[src/design/qdense_defines.svh]
// Widths and APB register offsets of the qdense engine, included by the package and the RTL
`ifndef QDENSE_DEFINES_SVH
`define QDENSE_DEFINES_SVH

// Activation, weight and int8 result width
`define QD_DATA_WIDTH 8

// Signed accumulator, wraps on overflow
`define QD_ACC_WIDTH 20

// Unsigned scale width, all of it fraction bits
`define QD_SCALE_BITS 16

// Right shift applied after the scale multiply
`define QD_SHIFT_BITS 5

// APB bus sizes
`define QD_APB_ADDR_WIDTH 5
`define QD_APB_DATA_WIDTH 32

// Register offsets
`define QD_REG_CTRL    5'h00
`define QD_REG_SCALE   5'h04
`define QD_REG_BIAS    5'h08
`define QD_REG_OPERAND 5'h0C
`define QD_REG_RESULT  5'h10

`endif

[src/design/qdensePkg.sv]
// Shared structs and the APB write-word union, referenced by scoped name from the RTL
`include "qdense_defines.svh"

package qdensePkg;

    // OPERAND write word
    // Upper half is ignored
    typedef struct packed {
        logic [`QD_APB_DATA_WIDTH-2*`QD_DATA_WIDTH-1:0] reserved;
        logic signed [`QD_DATA_WIDTH-1:0]                weight;
        logic signed [`QD_DATA_WIDTH-1:0]                activation;
    } operandPair_t;

    // SCALE register word
    // Shift sits at 20:16, scale at 15:0
    typedef struct packed {
        logic [`QD_APB_DATA_WIDTH-`QD_SHIFT_BITS-`QD_SCALE_BITS-1:0] reserved;
        logic [`QD_SHIFT_BITS-1:0]                                   shift;
        logic [`QD_SCALE_BITS-1:0]                                   scale;
    } scaleCfg_t;

    // One APB write word, read as a pair or as a scale config by address
    typedef union packed {
        operandPair_t operand;
        scaleCfg_t    scaleCfg;
    } apbWord_t;

    // Accumulator command
    // Load and accumulate may come together
    typedef struct packed {
        logic                             load;
        logic                             accumulate;
        logic signed [`QD_DATA_WIDTH-1:0] activation;
        logic signed [`QD_DATA_WIDTH-1:0] weight;
    } macOp_t;

    // Finished accumulator value into the scaler
    typedef struct packed {
        logic                            valid;
        logic signed [`QD_ACC_WIDTH-1:0] value;
    } scaleReq_t;

    // Requantized int8 result out of the scaler
    typedef struct packed {
        logic                             valid;
        logic signed [`QD_DATA_WIDTH-1:0] result;
    } scaleRsp_t;

endpackage

[src/design/macAccumulator.sv]
// Signed multiply-accumulate of activation and weight pairs onto a bias, for the engine's datapath
`timescale 1ns/100ps
`include "qdense_defines.svh"

module macAccumulator (
    input  logic                            clk,
    input  logic                            arstN,
    input  qdensePkg::macOp_t               macOp,
    input  logic signed [`QD_ACC_WIDTH-1:0] bias,
    output logic signed [`QD_ACC_WIDTH-1:0] acc
);

    localparam int DataW = `QD_DATA_WIDTH;
    localparam int AccW  = `QD_ACC_WIDTH;
    localparam int ProdW = 2 * DataW;

    logic signed [ProdW-1:0] product;
    logic signed [AccW-1:0]  productExt;
    logic signed [AccW-1:0]  base;
    logic signed [AccW-1:0]  accNext;

    // Full 16-bit signed product of the pair
    assign product = $signed(macOp.activation) * $signed(macOp.weight);

    // Widen to accumulator width
    assign productExt = {{(AccW-ProdW){product[ProdW-1]}}, product};

    // Load wins, so a pair arriving with it adds onto the bias
    assign base = macOp.load ? bias : acc;

    always_comb begin
        accNext = acc;
        if (macOp.accumulate) begin
            // Wraps at AccW bits
            accNext = base + productExt;
        end else if (macOp.load) begin
            accNext = bias;
        end
    end

    always_ff @(posedge clk or negedge arstN) begin
        if (!arstN) begin
            acc <= '0;
        end else begin
            acc <= accNext;
        end
    end

endmodule

[src/design/outputScaler.sv]
// Two-stage requantizer turning a finished accumulator into an int8 result
`timescale 1ns/100ps
`include "qdense_defines.svh"

module outputScaler (
    input  logic                 clk,
    input  logic                 arstN,
    input  qdensePkg::scaleReq_t scaleReq,
    input  qdensePkg::scaleCfg_t scaleCfg,
    output qdensePkg::scaleRsp_t scaleRsp
);

    localparam int DataW   = `QD_DATA_WIDTH;
    localparam int AccW    = `QD_ACC_WIDTH;
    localparam int ScaleW  = `QD_SCALE_BITS;
    localparam int ShiftW  = `QD_SHIFT_BITS;
    localparam int ScaledW = AccW + ScaleW;

    // int8 limits, 0111...1 and 1000...0
    localparam logic [DataW-1:0] SatHigh = {1'b0, {(DataW-1){1'b1}}};
    localparam logic [DataW-1:0] SatLow  = {1'b1, {(DataW-1){1'b0}}};

    logic                 inSign;
    logic [AccW-1:0]      inMag;
    logic [ScaledW-1:0]   scaledFull;
    logic                 s1Valid;
    logic                 s1Sign;
    logic [AccW-1:0]      s1Mag;
    logic [ShiftW-1:0]    s1Shift;
    logic [AccW-1:0]      shiftedMag;
    logic [DataW-1:0]     satResult;
    logic                 rspValid;
    logic [DataW-1:0]     rspResult;

    // Stage 1
    // Unsigned magnitude times unsigned scale, sign kept aside
    assign inSign     = scaleReq.value[AccW-1];
    assign inMag      = inSign ? (~scaleReq.value + 1'b1) : scaleReq.value;
    assign scaledFull = inMag * scaleCfg.scale;

    always_ff @(posedge clk or negedge arstN) begin
        if (!arstN) begin
            s1Valid <= 1'b0;
        end else begin
            s1Valid <= scaleReq.valid;
        end
    end

    // Fraction bits dropped, shift travels with its request
    always_ff @(posedge clk or negedge arstN) begin
        if (!arstN) begin
            s1Sign  <= 1'b0;
            s1Mag   <= '0;
            s1Shift <= '0;
        end else if (scaleReq.valid) begin
            s1Sign  <= inSign;
            s1Mag   <= scaledFull[ScaledW-1:ScaleW];
            s1Shift <= scaleCfg.shift;
        end
    end

    // Stage 2
    // Shifting the magnitude truncates toward zero for both signs
    assign shiftedMag = s1Mag >> s1Shift;

    always_comb begin
        if (s1Sign) begin
            // Anything at or past 128 clips to -128
            satResult = (shiftedMag >= AccW'(SatLow)) ? SatLow : (~shiftedMag[DataW-1:0] + 1'b1);
        end else begin
            satResult = (shiftedMag > AccW'(SatHigh)) ? SatHigh : shiftedMag[DataW-1:0];
        end
    end

    always_ff @(posedge clk or negedge arstN) begin
        if (!arstN) begin
            rspValid <= 1'b0;
        end else begin
            rspValid <= s1Valid;
        end
    end

    always_ff @(posedge clk or negedge arstN) begin
        if (!arstN) begin
            rspResult <= '0;
        end else if (s1Valid) begin
            rspResult <= satResult;
        end
    end

    assign scaleRsp = '{valid: rspValid, result: rspResult};

endmodule

[src/design/qdenseCtrl.sv]
// APB register block of the engine, issuing accumulate and finish commands and holding the result
`timescale 1ns/100ps
`include "qdense_defines.svh"

module qdenseCtrl (
    input  logic                                  clk,
    input  logic                                  arstN,
    input  logic                                  psel,
    input  logic                                  penable,
    input  logic                                  pwrite,
    input  logic [`QD_APB_ADDR_WIDTH-1:0]         paddr,
    input  logic [`QD_APB_DATA_WIDTH-1:0]         pwdata,
    output logic [`QD_APB_DATA_WIDTH-1:0]         prdata,
    output logic                                  pready,
    output qdensePkg::macOp_t                     macOp,
    output logic signed [`QD_ACC_WIDTH-1:0]       bias,
    input  logic signed [`QD_ACC_WIDTH-1:0]       acc,
    output qdensePkg::scaleReq_t                  scaleReq,
    output qdensePkg::scaleCfg_t                  scaleCfg,
    input  qdensePkg::scaleRsp_t                  scaleRsp
);

    // CTRL write bits
    localparam int ClearBit  = 0;
    localparam int FinishBit = 1;

    qdensePkg::apbWord_t              wrWord;
    qdensePkg::scaleCfg_t             scaleCfgReg;
    logic                             access;
    logic                             writeDone;
    logic                             clearCmd;
    logic                             finishCmd;
    logic                             operandWrite;
    logic                             resultRead;
    logic [1:0]                       finishCount;
    logic                             pending;
    logic                             lastRsp;
    logic [`QD_DATA_WIDTH-1:0]        resultReg;
    logic                             resultValid;
    logic [`QD_DATA_WIDTH-1:0]        resultNow;
    logic                             validNow;

    // Access phase, writes never stall
    assign access    = psel & penable;
    assign writeDone = access & pwrite;

    // Same write word seen as a pair or as a scale config
    assign wrWord = pwdata;

    assign clearCmd     = writeDone & (paddr == `QD_REG_CTRL) & pwdata[ClearBit];
    assign finishCmd    = writeDone & (paddr == `QD_REG_CTRL) & pwdata[FinishBit];
    assign operandWrite = writeDone & (paddr == `QD_REG_OPERAND);
    assign resultRead   = access & ~pwrite & (paddr == `QD_REG_RESULT);

    // Finish also reloads the bias so the next vector can start at once
    assign macOp = '{load:       clearCmd | finishCmd,
                     accumulate: operandWrite,
                     activation: wrWord.operand.activation,
                     weight:     wrWord.operand.weight};

    // Scaler samples the accumulator on the finish edge
    assign scaleReq = '{valid: finishCmd, value: acc};
    assign scaleCfg = scaleCfgReg;

    // Finishes still in the scaler
    assign pending = (finishCount != 2'd0);
    assign lastRsp = scaleRsp.valid & (finishCount == 2'd1);

    always_ff @(posedge clk or negedge arstN) begin
        if (!arstN) begin
            finishCount <= 2'd0;
        end else begin
            case ({finishCmd, scaleRsp.valid})
                2'b10:   finishCount <= finishCount + 2'd1;
                2'b01:   finishCount <= finishCount - 2'd1;
                default: finishCount <= finishCount;
            endcase
        end
    end

    // Configuration registers
    always_ff @(posedge clk or negedge arstN) begin
        if (!arstN) begin
            scaleCfgReg <= '0;
            bias        <= '0;
        end else begin
            if (writeDone && (paddr == `QD_REG_SCALE)) begin
                scaleCfgReg <= '{reserved: '0,
                                 shift:    wrWord.scaleCfg.shift,
                                 scale:    wrWord.scaleCfg.scale};
            end
            if (writeDone && (paddr == `QD_REG_BIAS)) begin
                bias <= pwdata[`QD_ACC_WIDTH-1:0];
            end
        end
    end

    // Result register, valid stays set once a result has arrived
    always_ff @(posedge clk or negedge arstN) begin
        if (!arstN) begin
            resultReg   <= '0;
            resultValid <= 1'b0;
        end else if (scaleRsp.valid) begin
            resultReg   <= scaleRsp.result;
            resultValid <= 1'b1;
        end
    end

    // Arriving response bypasses into a stalled read
    assign resultNow = scaleRsp.valid ? scaleRsp.result : resultReg;
    assign validNow  = scaleRsp.valid | resultValid;

    // Hold a RESULT read until the last finish has come back
    assign pready = ~(resultRead & pending & ~lastRsp);

    always_comb begin
        prdata = '0;
        if (access && !pwrite) begin
            case (paddr)
                `QD_REG_CTRL:   prdata[0] = pending;
                `QD_REG_SCALE:  prdata = scaleCfgReg;
                // Bias reads back sign-extended
                `QD_REG_BIAS:   prdata = {{(`QD_APB_DATA_WIDTH-`QD_ACC_WIDTH){bias[`QD_ACC_WIDTH-1]}},
                                          bias};
                `QD_REG_RESULT: begin
                    prdata[`QD_DATA_WIDTH-1:0] = resultNow;
                    prdata[`QD_DATA_WIDTH]     = validNow;
                end
                default:        prdata = '0;
            endcase
        end
    end

endmodule

[src/design/qdenseTop.sv]
// Top level of the qdense engine, an APB slave around the accumulator and output scaler
`timescale 1ns/100ps
`include "qdense_defines.svh"

module qdenseTop (
    input  logic                          clk,
    input  logic                          arstN,
    input  logic                          psel,
    input  logic                          penable,
    input  logic                          pwrite,
    input  logic [`QD_APB_ADDR_WIDTH-1:0] paddr,
    input  logic [`QD_APB_DATA_WIDTH-1:0] pwdata,
    output logic [`QD_APB_DATA_WIDTH-1:0] prdata,
    output logic                          pready
);

    qdensePkg::macOp_t               macOp;
    logic signed [`QD_ACC_WIDTH-1:0] bias;
    logic signed [`QD_ACC_WIDTH-1:0] acc;
    qdensePkg::scaleReq_t            scaleReq;
    qdensePkg::scaleCfg_t            scaleCfg;
    qdensePkg::scaleRsp_t            scaleRsp;

    // Register block and command sequencing
    qdenseCtrl u_ctrl (
        .clk      (clk),
        .arstN    (arstN),
        .psel     (psel),
        .penable  (penable),
        .pwrite   (pwrite),
        .paddr    (paddr),
        .pwdata   (pwdata),
        .prdata   (prdata),
        .pready   (pready),
        .macOp    (macOp),
        .bias     (bias),
        .acc      (acc),
        .scaleReq (scaleReq),
        .scaleCfg (scaleCfg),
        .scaleRsp (scaleRsp)
    );

    // Dot-product accumulator
    macAccumulator u_mac (
        .clk   (clk),
        .arstN (arstN),
        .macOp (macOp),
        .bias  (bias),
        .acc   (acc)
    );

    // Requantization to int8
    outputScaler u_scaler (
        .clk      (clk),
        .arstN    (arstN),
        .scaleReq (scaleReq),
        .scaleCfg (scaleCfg),
        .scaleRsp (scaleRsp)
    );

endmodule

[config.mk]
export PLATFORM = sky130hd
export DESIGN_NAME = qdenseTop
export DESIGN_NICKNAME = d
export VERILOG_FILES = /design/src/design/qdensePkg.sv /design/src/design/macAccumulator.sv /design/src/design/outputScaler.sv /design/src/design/qdenseCtrl.sv /design/src/design/qdenseTop.sv
export VERILOG_INCLUDE_DIRS = /design/src /design/src/design
export SDC_FILE = /design/constraint.sdc
export NUM_CORES = 1
export LEC_CHECK = 0
export BUFFER_PORTS_ARGS = -buffer_cell sky130_fd_sc_hd__buf_2
export CELL_PAD_IN_SITES_DETAIL_PLACEMENT = 0
export CELL_PAD_IN_SITES_GLOBAL_PLACEMENT = 1
export CORE_MARGIN = 1
export CORE_UTILIZATION = 46
export CTS_CLUSTER_SIZE = 10
export DETAILED_ROUTE_END_ITERATION = 16
export MAX_ROUTING_LAYER = met4
export PLACE_DENSITY = 0.86
export SLEW_MARGIN = 15
export SYNTH_ARGS = -nofsm -noshare
export SYNTH_HDL_FRONTEND = slang
export SYNTH_SLANG_ARGS = --single-unit
[constraint.sdc]
create_clock -name clk -period 7.2 [get_ports clk]
set_clock_uncertainty 0.2 [all_clocks]
set_input_delay 0.72 -clock clk [delete_from_list [all_inputs] [get_ports clk]]
set_output_delay 0.72 -clock clk [all_outputs]
set_load 0.05 [all_outputs]
==> run_results.csv <==
group,metric,value,unit
status,status,"finished, violations left",
status,violations,"negative setup slack",
yosys,synth_edf_count,0,
power_and_ir_drop,peakVddDrop,0.332,mV
clocking,clockBufferDepth,2,
final_layout,syn_to_final_growth,12.0,%
worst_setup_path,reg2regPathDepth,27,
global_routing,antenna_found_initial,1,
hold_path,holdCritPathClass,"in2async",
placement,port_buffers,63,
yosys,synth_top_family_by_area,"adder cells",
placement,placed_cells,2744,
flow_run,drv_cap,0,
clocking,cts_tree,"built",
clocking,cts-root-buf,"clkbuf_16",
global_routing,grt_pass1_wl,84700,µm
route,post-route-drc-count,0,
yosys,synth_warnings,0,
final_layout,nNetsFinal,2756,
clocking,clk_latency,0.36,ns
yosys,synth_area,19700,µm²
sta,fmax,131,MHz
power_and_ir_drop,seqPwrFrac,0.154,
yosys,synth_simple_gate_area_share,0.147,
route,wl_per_cell,18.7,µm
route,first_pass_iters,5,
route,drt_wl_total,51800,µm
floorplanning,die_h,209,µm
route,antenna_left,0,
floorplanning,ios,75,
floorplanning,rows,75,
power_and_ir_drop,fin_total_pwr,4.94,mW
sta,rsz0062_at_grt,"yes",
floorplanning,die_w,209,µm
final_layout,finalNonFillerCells,2765,
sta,timing.final.ws_setup,-0.412,ns
clocking,cts.sinks,108,
global_routing,grt_overflow_total,0,
yosys,synth_top_cell_by_area,"fa_1",
power_and_ir_drop,p_per_area,224,nW/µm²
route,via_count,14900,
clocking,htree_num_levels,3,
yosys,synth_mux_area_frac,0.0643,
power_and_ir_drop,power_switching,2.41,mW
sta,final-setup-viol-count,17,
sta,drv_slew,0,
worst_setup_path,setup.worst_path.class,"reg2reg",
worst_setup_path,cp.required,7.22,ns
global_routing,grt_max_degree,56,
yosys,synth_top_area_share,0.343,
global_routing,grtUsageTotal,0.257,
sta,tightestPinTransition,1.13,ns
clocking,clk_pin_slew_worst_paths,0.08,ns
global_routing,grt_pass1_vias,16000,
sta,slew_headroom,0.249,
yosys,synthTopCellsByArea,"fa_1, dfrtp_1, ha_1",
clocking,cts_buffers,9,
placement,hpwl,41200,µm
route,drtIter0Drc,895,
yosys,syn_nets,2643,
yosys,async_reset_ff_frac,1.00,
yosys,synth.distinct_cells,76,
power_and_ir_drop,total_leakage_power,11.1,nW
yosys,avgSynthCellArea,9.32,µm²
worst_setup_path,startpoint_type,"flip-flop",
placement,gp_congestion,0.913,
yosys,yosys_register_bits,108,
yosys,yosys-top-cells-count,"inv_1, fa_1, nand2_1, and2_1, ha_1",
sta,post-route-min-period,7.61,ns
worst_setup_path,cp_max_fo,7,
sta,hold_viol_final,0,
yosys,yosysSeqAreaShare,0.138,
worst_setup_path,cp-end-kind,"flip-flop",
clocking,ctsHoldBuffers,0,
yosys,synth_cells,2108,
yosys,ys.flop_type,"dfrtp_1",
yosys,synthXorXnorAreaFrac,0.0271,
worst_setup_path,arrival,7.63,ns
final_layout,diodes,0,
floorplanning,coreArea,42000,µm²
final_layout,drive_gt1_frac,0.159,
sta,finalHoldWorstSlack,0.207,ns
floorplanning,fp.dieArea,43500,µm²
yosys,synth-compound-area-share,0.0767,
yosys,synth_most_common_cell,"inv_1",
floorplanning,initial_utilization,0.467,
sta,period_share,1.06,
yosys,synth-adder-area-share,0.443,
power_and_ir_drop,combPwrFrac,0.747,
route,viasPerCell,5.40,
power_and_ir_drop,internal-power,2.53,mW
power_and_ir_drop,netSwitchingFraction,0.488,
power_and_ir_drop,pwr-share-clk,0.099,
## worst max-delay path, stage by stage (launching register included)
cell and delay (ns):
dfrtp_1 0.38, or4_4 0.54, or4_4 0.45, nor2_4 0.13, nand3_4 0.11, o31ai_4 0.26
xnor2_4 0.21, buf_6 0.15, nand2_2 0.05, fa_1 0.49, fa_1 0.57, inv_2 0.04
fa_1 0.54, fa_2 0.43, fa_1 0.48, inv_1 0.05, fa_1 0.49, inv_2 0.05
ha_4 0.22, a21oi_2 0.13, o21ai_1 0.08, and3_1 0.16, a211o_1 0.28, a31o_4 0.23
a211o_1 0.31, o31ai_2 0.22, xnor2_1 0.15, o21ai_1 0.07
## per-stage QoR
step                      setup TNS, ns   util  worst slack [ns]  instance area [µm²]
after CTS                         -2.79  0.522            -0.388                22000
after global routing              -8.81  0.523            -0.714                22000
final                             -3.22  0.523            -0.412                22000
after global placement            -3.70  0.512            -0.371                21500
after detailed placement          -5.18  0.512            -0.444                21500
after floorplan                  -0.401      -            -0.202                19800
## layout make-up
type                            count  area (µm²)
Clock buffer                       11         243
Fill cell                        3800       20000
Inverter                          419        1570
Multi-Input combinational cell   1473       15200
Tap cell                          539         674
Sequential cell                   108        2700
Timing Repair Buffer              210        1610
Clock inverter                      5        43.8
## final timing paths
kind | slack [ns] | from | to
setup / recovery | -0.41 | u_mac.acc[7] | u_scaler.s1Mag[19]
hold / removal | 0.21 | arstN | u_ctrl.scaleCfg[19]
setup reg to reg | -0.41 | u_mac.acc[7] | u_scaler.s1Mag[19]
hold reg to reg | 0.25 | u_ctrl.resultValid | u_ctrl.resultValid
max in group asynchronous | 5.43 | arstN | u_scaler.s1Shift[1]
min in group clk | 0.25 | u_ctrl.resultValid | u_ctrl.resultValid
## cell usage in the layout, fill, tap and decap left out, types with 8 or more instances in the layout
| cell type | synthesis | routed |
|---|---|---|
| dfrtp_1 | 108 | 108 |
| and2_1 | 158 | 158 |
| a21oi_2 | 2 | 9 |
| a22o_1 | 12 | 12 |
| o21ai_1 | 4 | 10 |
| nand2b_1 | 13 | 13 |
| buf_12 | 0 | 14 |
| a21o_1 | 13 | 13 |
| buf_2 | 6 | 62 |
| xor2_1 | 13 | 13 |
| mux4_2 | 16 | 16 |
| a21oi_1 | 62 | 55 |
| clkbuf_16 | 0 | 9 |
| ha_1 | 156 | 150 |
| nor3_1 | 13 | 12 |
| mux2_2 | 55 | 55 |
| xnor2_1 | 46 | 40 |
| fa_1 | 337 | 334 |
| nand3_1 | 16 | 16 |
| o21ai_0 | 53 | 46 |
| o31ai_1 | 8 | 8 |
| buf_4 | 12 | 130 |
| nor2b_1 | 9 | 8 |
| nand2_1 | 284 | 282 |
| nor2_1 | 59 | 57 |
| mux2i_1 | 27 | 27 |
| a22oi_1 | 8 | 8 |
| inv_1 | 417 | 415 |
## power by group through the flow
stage,sequential [mW],combinational [mW],clock (mW)
2_1_floorplan,0.706,2.37,0
5_1_grt,0.769,4.15,0.516
6_report,0.761,3.69,0.489
3_3_place_gp,0.765,3.57,0
4_1_cts,0.757,3.71,0.490
3_5_place_dp,0.768,3.64,0
## per-layer routing
metal,part of all wire,global-route usage
met5,0,-
met1,0.41,0.320
met2,0.50,0.437
met4,0.030,0.0745
met3,0.059,0.0323
## registers in the layout (all words and copies together), names as in the netlist
signal	flops
u_scaler.rspResult	8
u_scaler.s1Valid	1
u_ctrl.resultValid	1
u_scaler.s1Sign	1
u_scaler.rspValid	1
u_scaler.s1Mag	20
u_ctrl.resultReg	8
u_ctrl.bias	20
u_scaler.s1Shift	5
u_mac.acc	20
u_ctrl.finishCount	2
u_ctrl.scaleCfg	21
## logic make-up (layout without fill, tap and decap cells)
family / after synthesis / after routing
AND/OR/NAND/NOR: 592 / 592
buffers and inverters: 527 / 645
adder cells (fa/ha/maj): 493 / 493
AO/OA/AOI/OAI: 229 / 229
flip-flops: 108 / 108
multiplexers: 99 / 99
XOR/XNOR: 60 / 60
## repair_timing
| item | 4_1_cts | 5_1_grt |
|---|---|---|
| setup buffers | 5 | 0 |
| gates cloned | 0 | 0 |
| setup endpoints to repair | 18 | 20 |
| endpoints found under the hold margin | 0 | 0 |
| pin swaps | 4 | 7 |
| resized for setup | 26 | 8 |
Power figures use the tool's default switching activity.
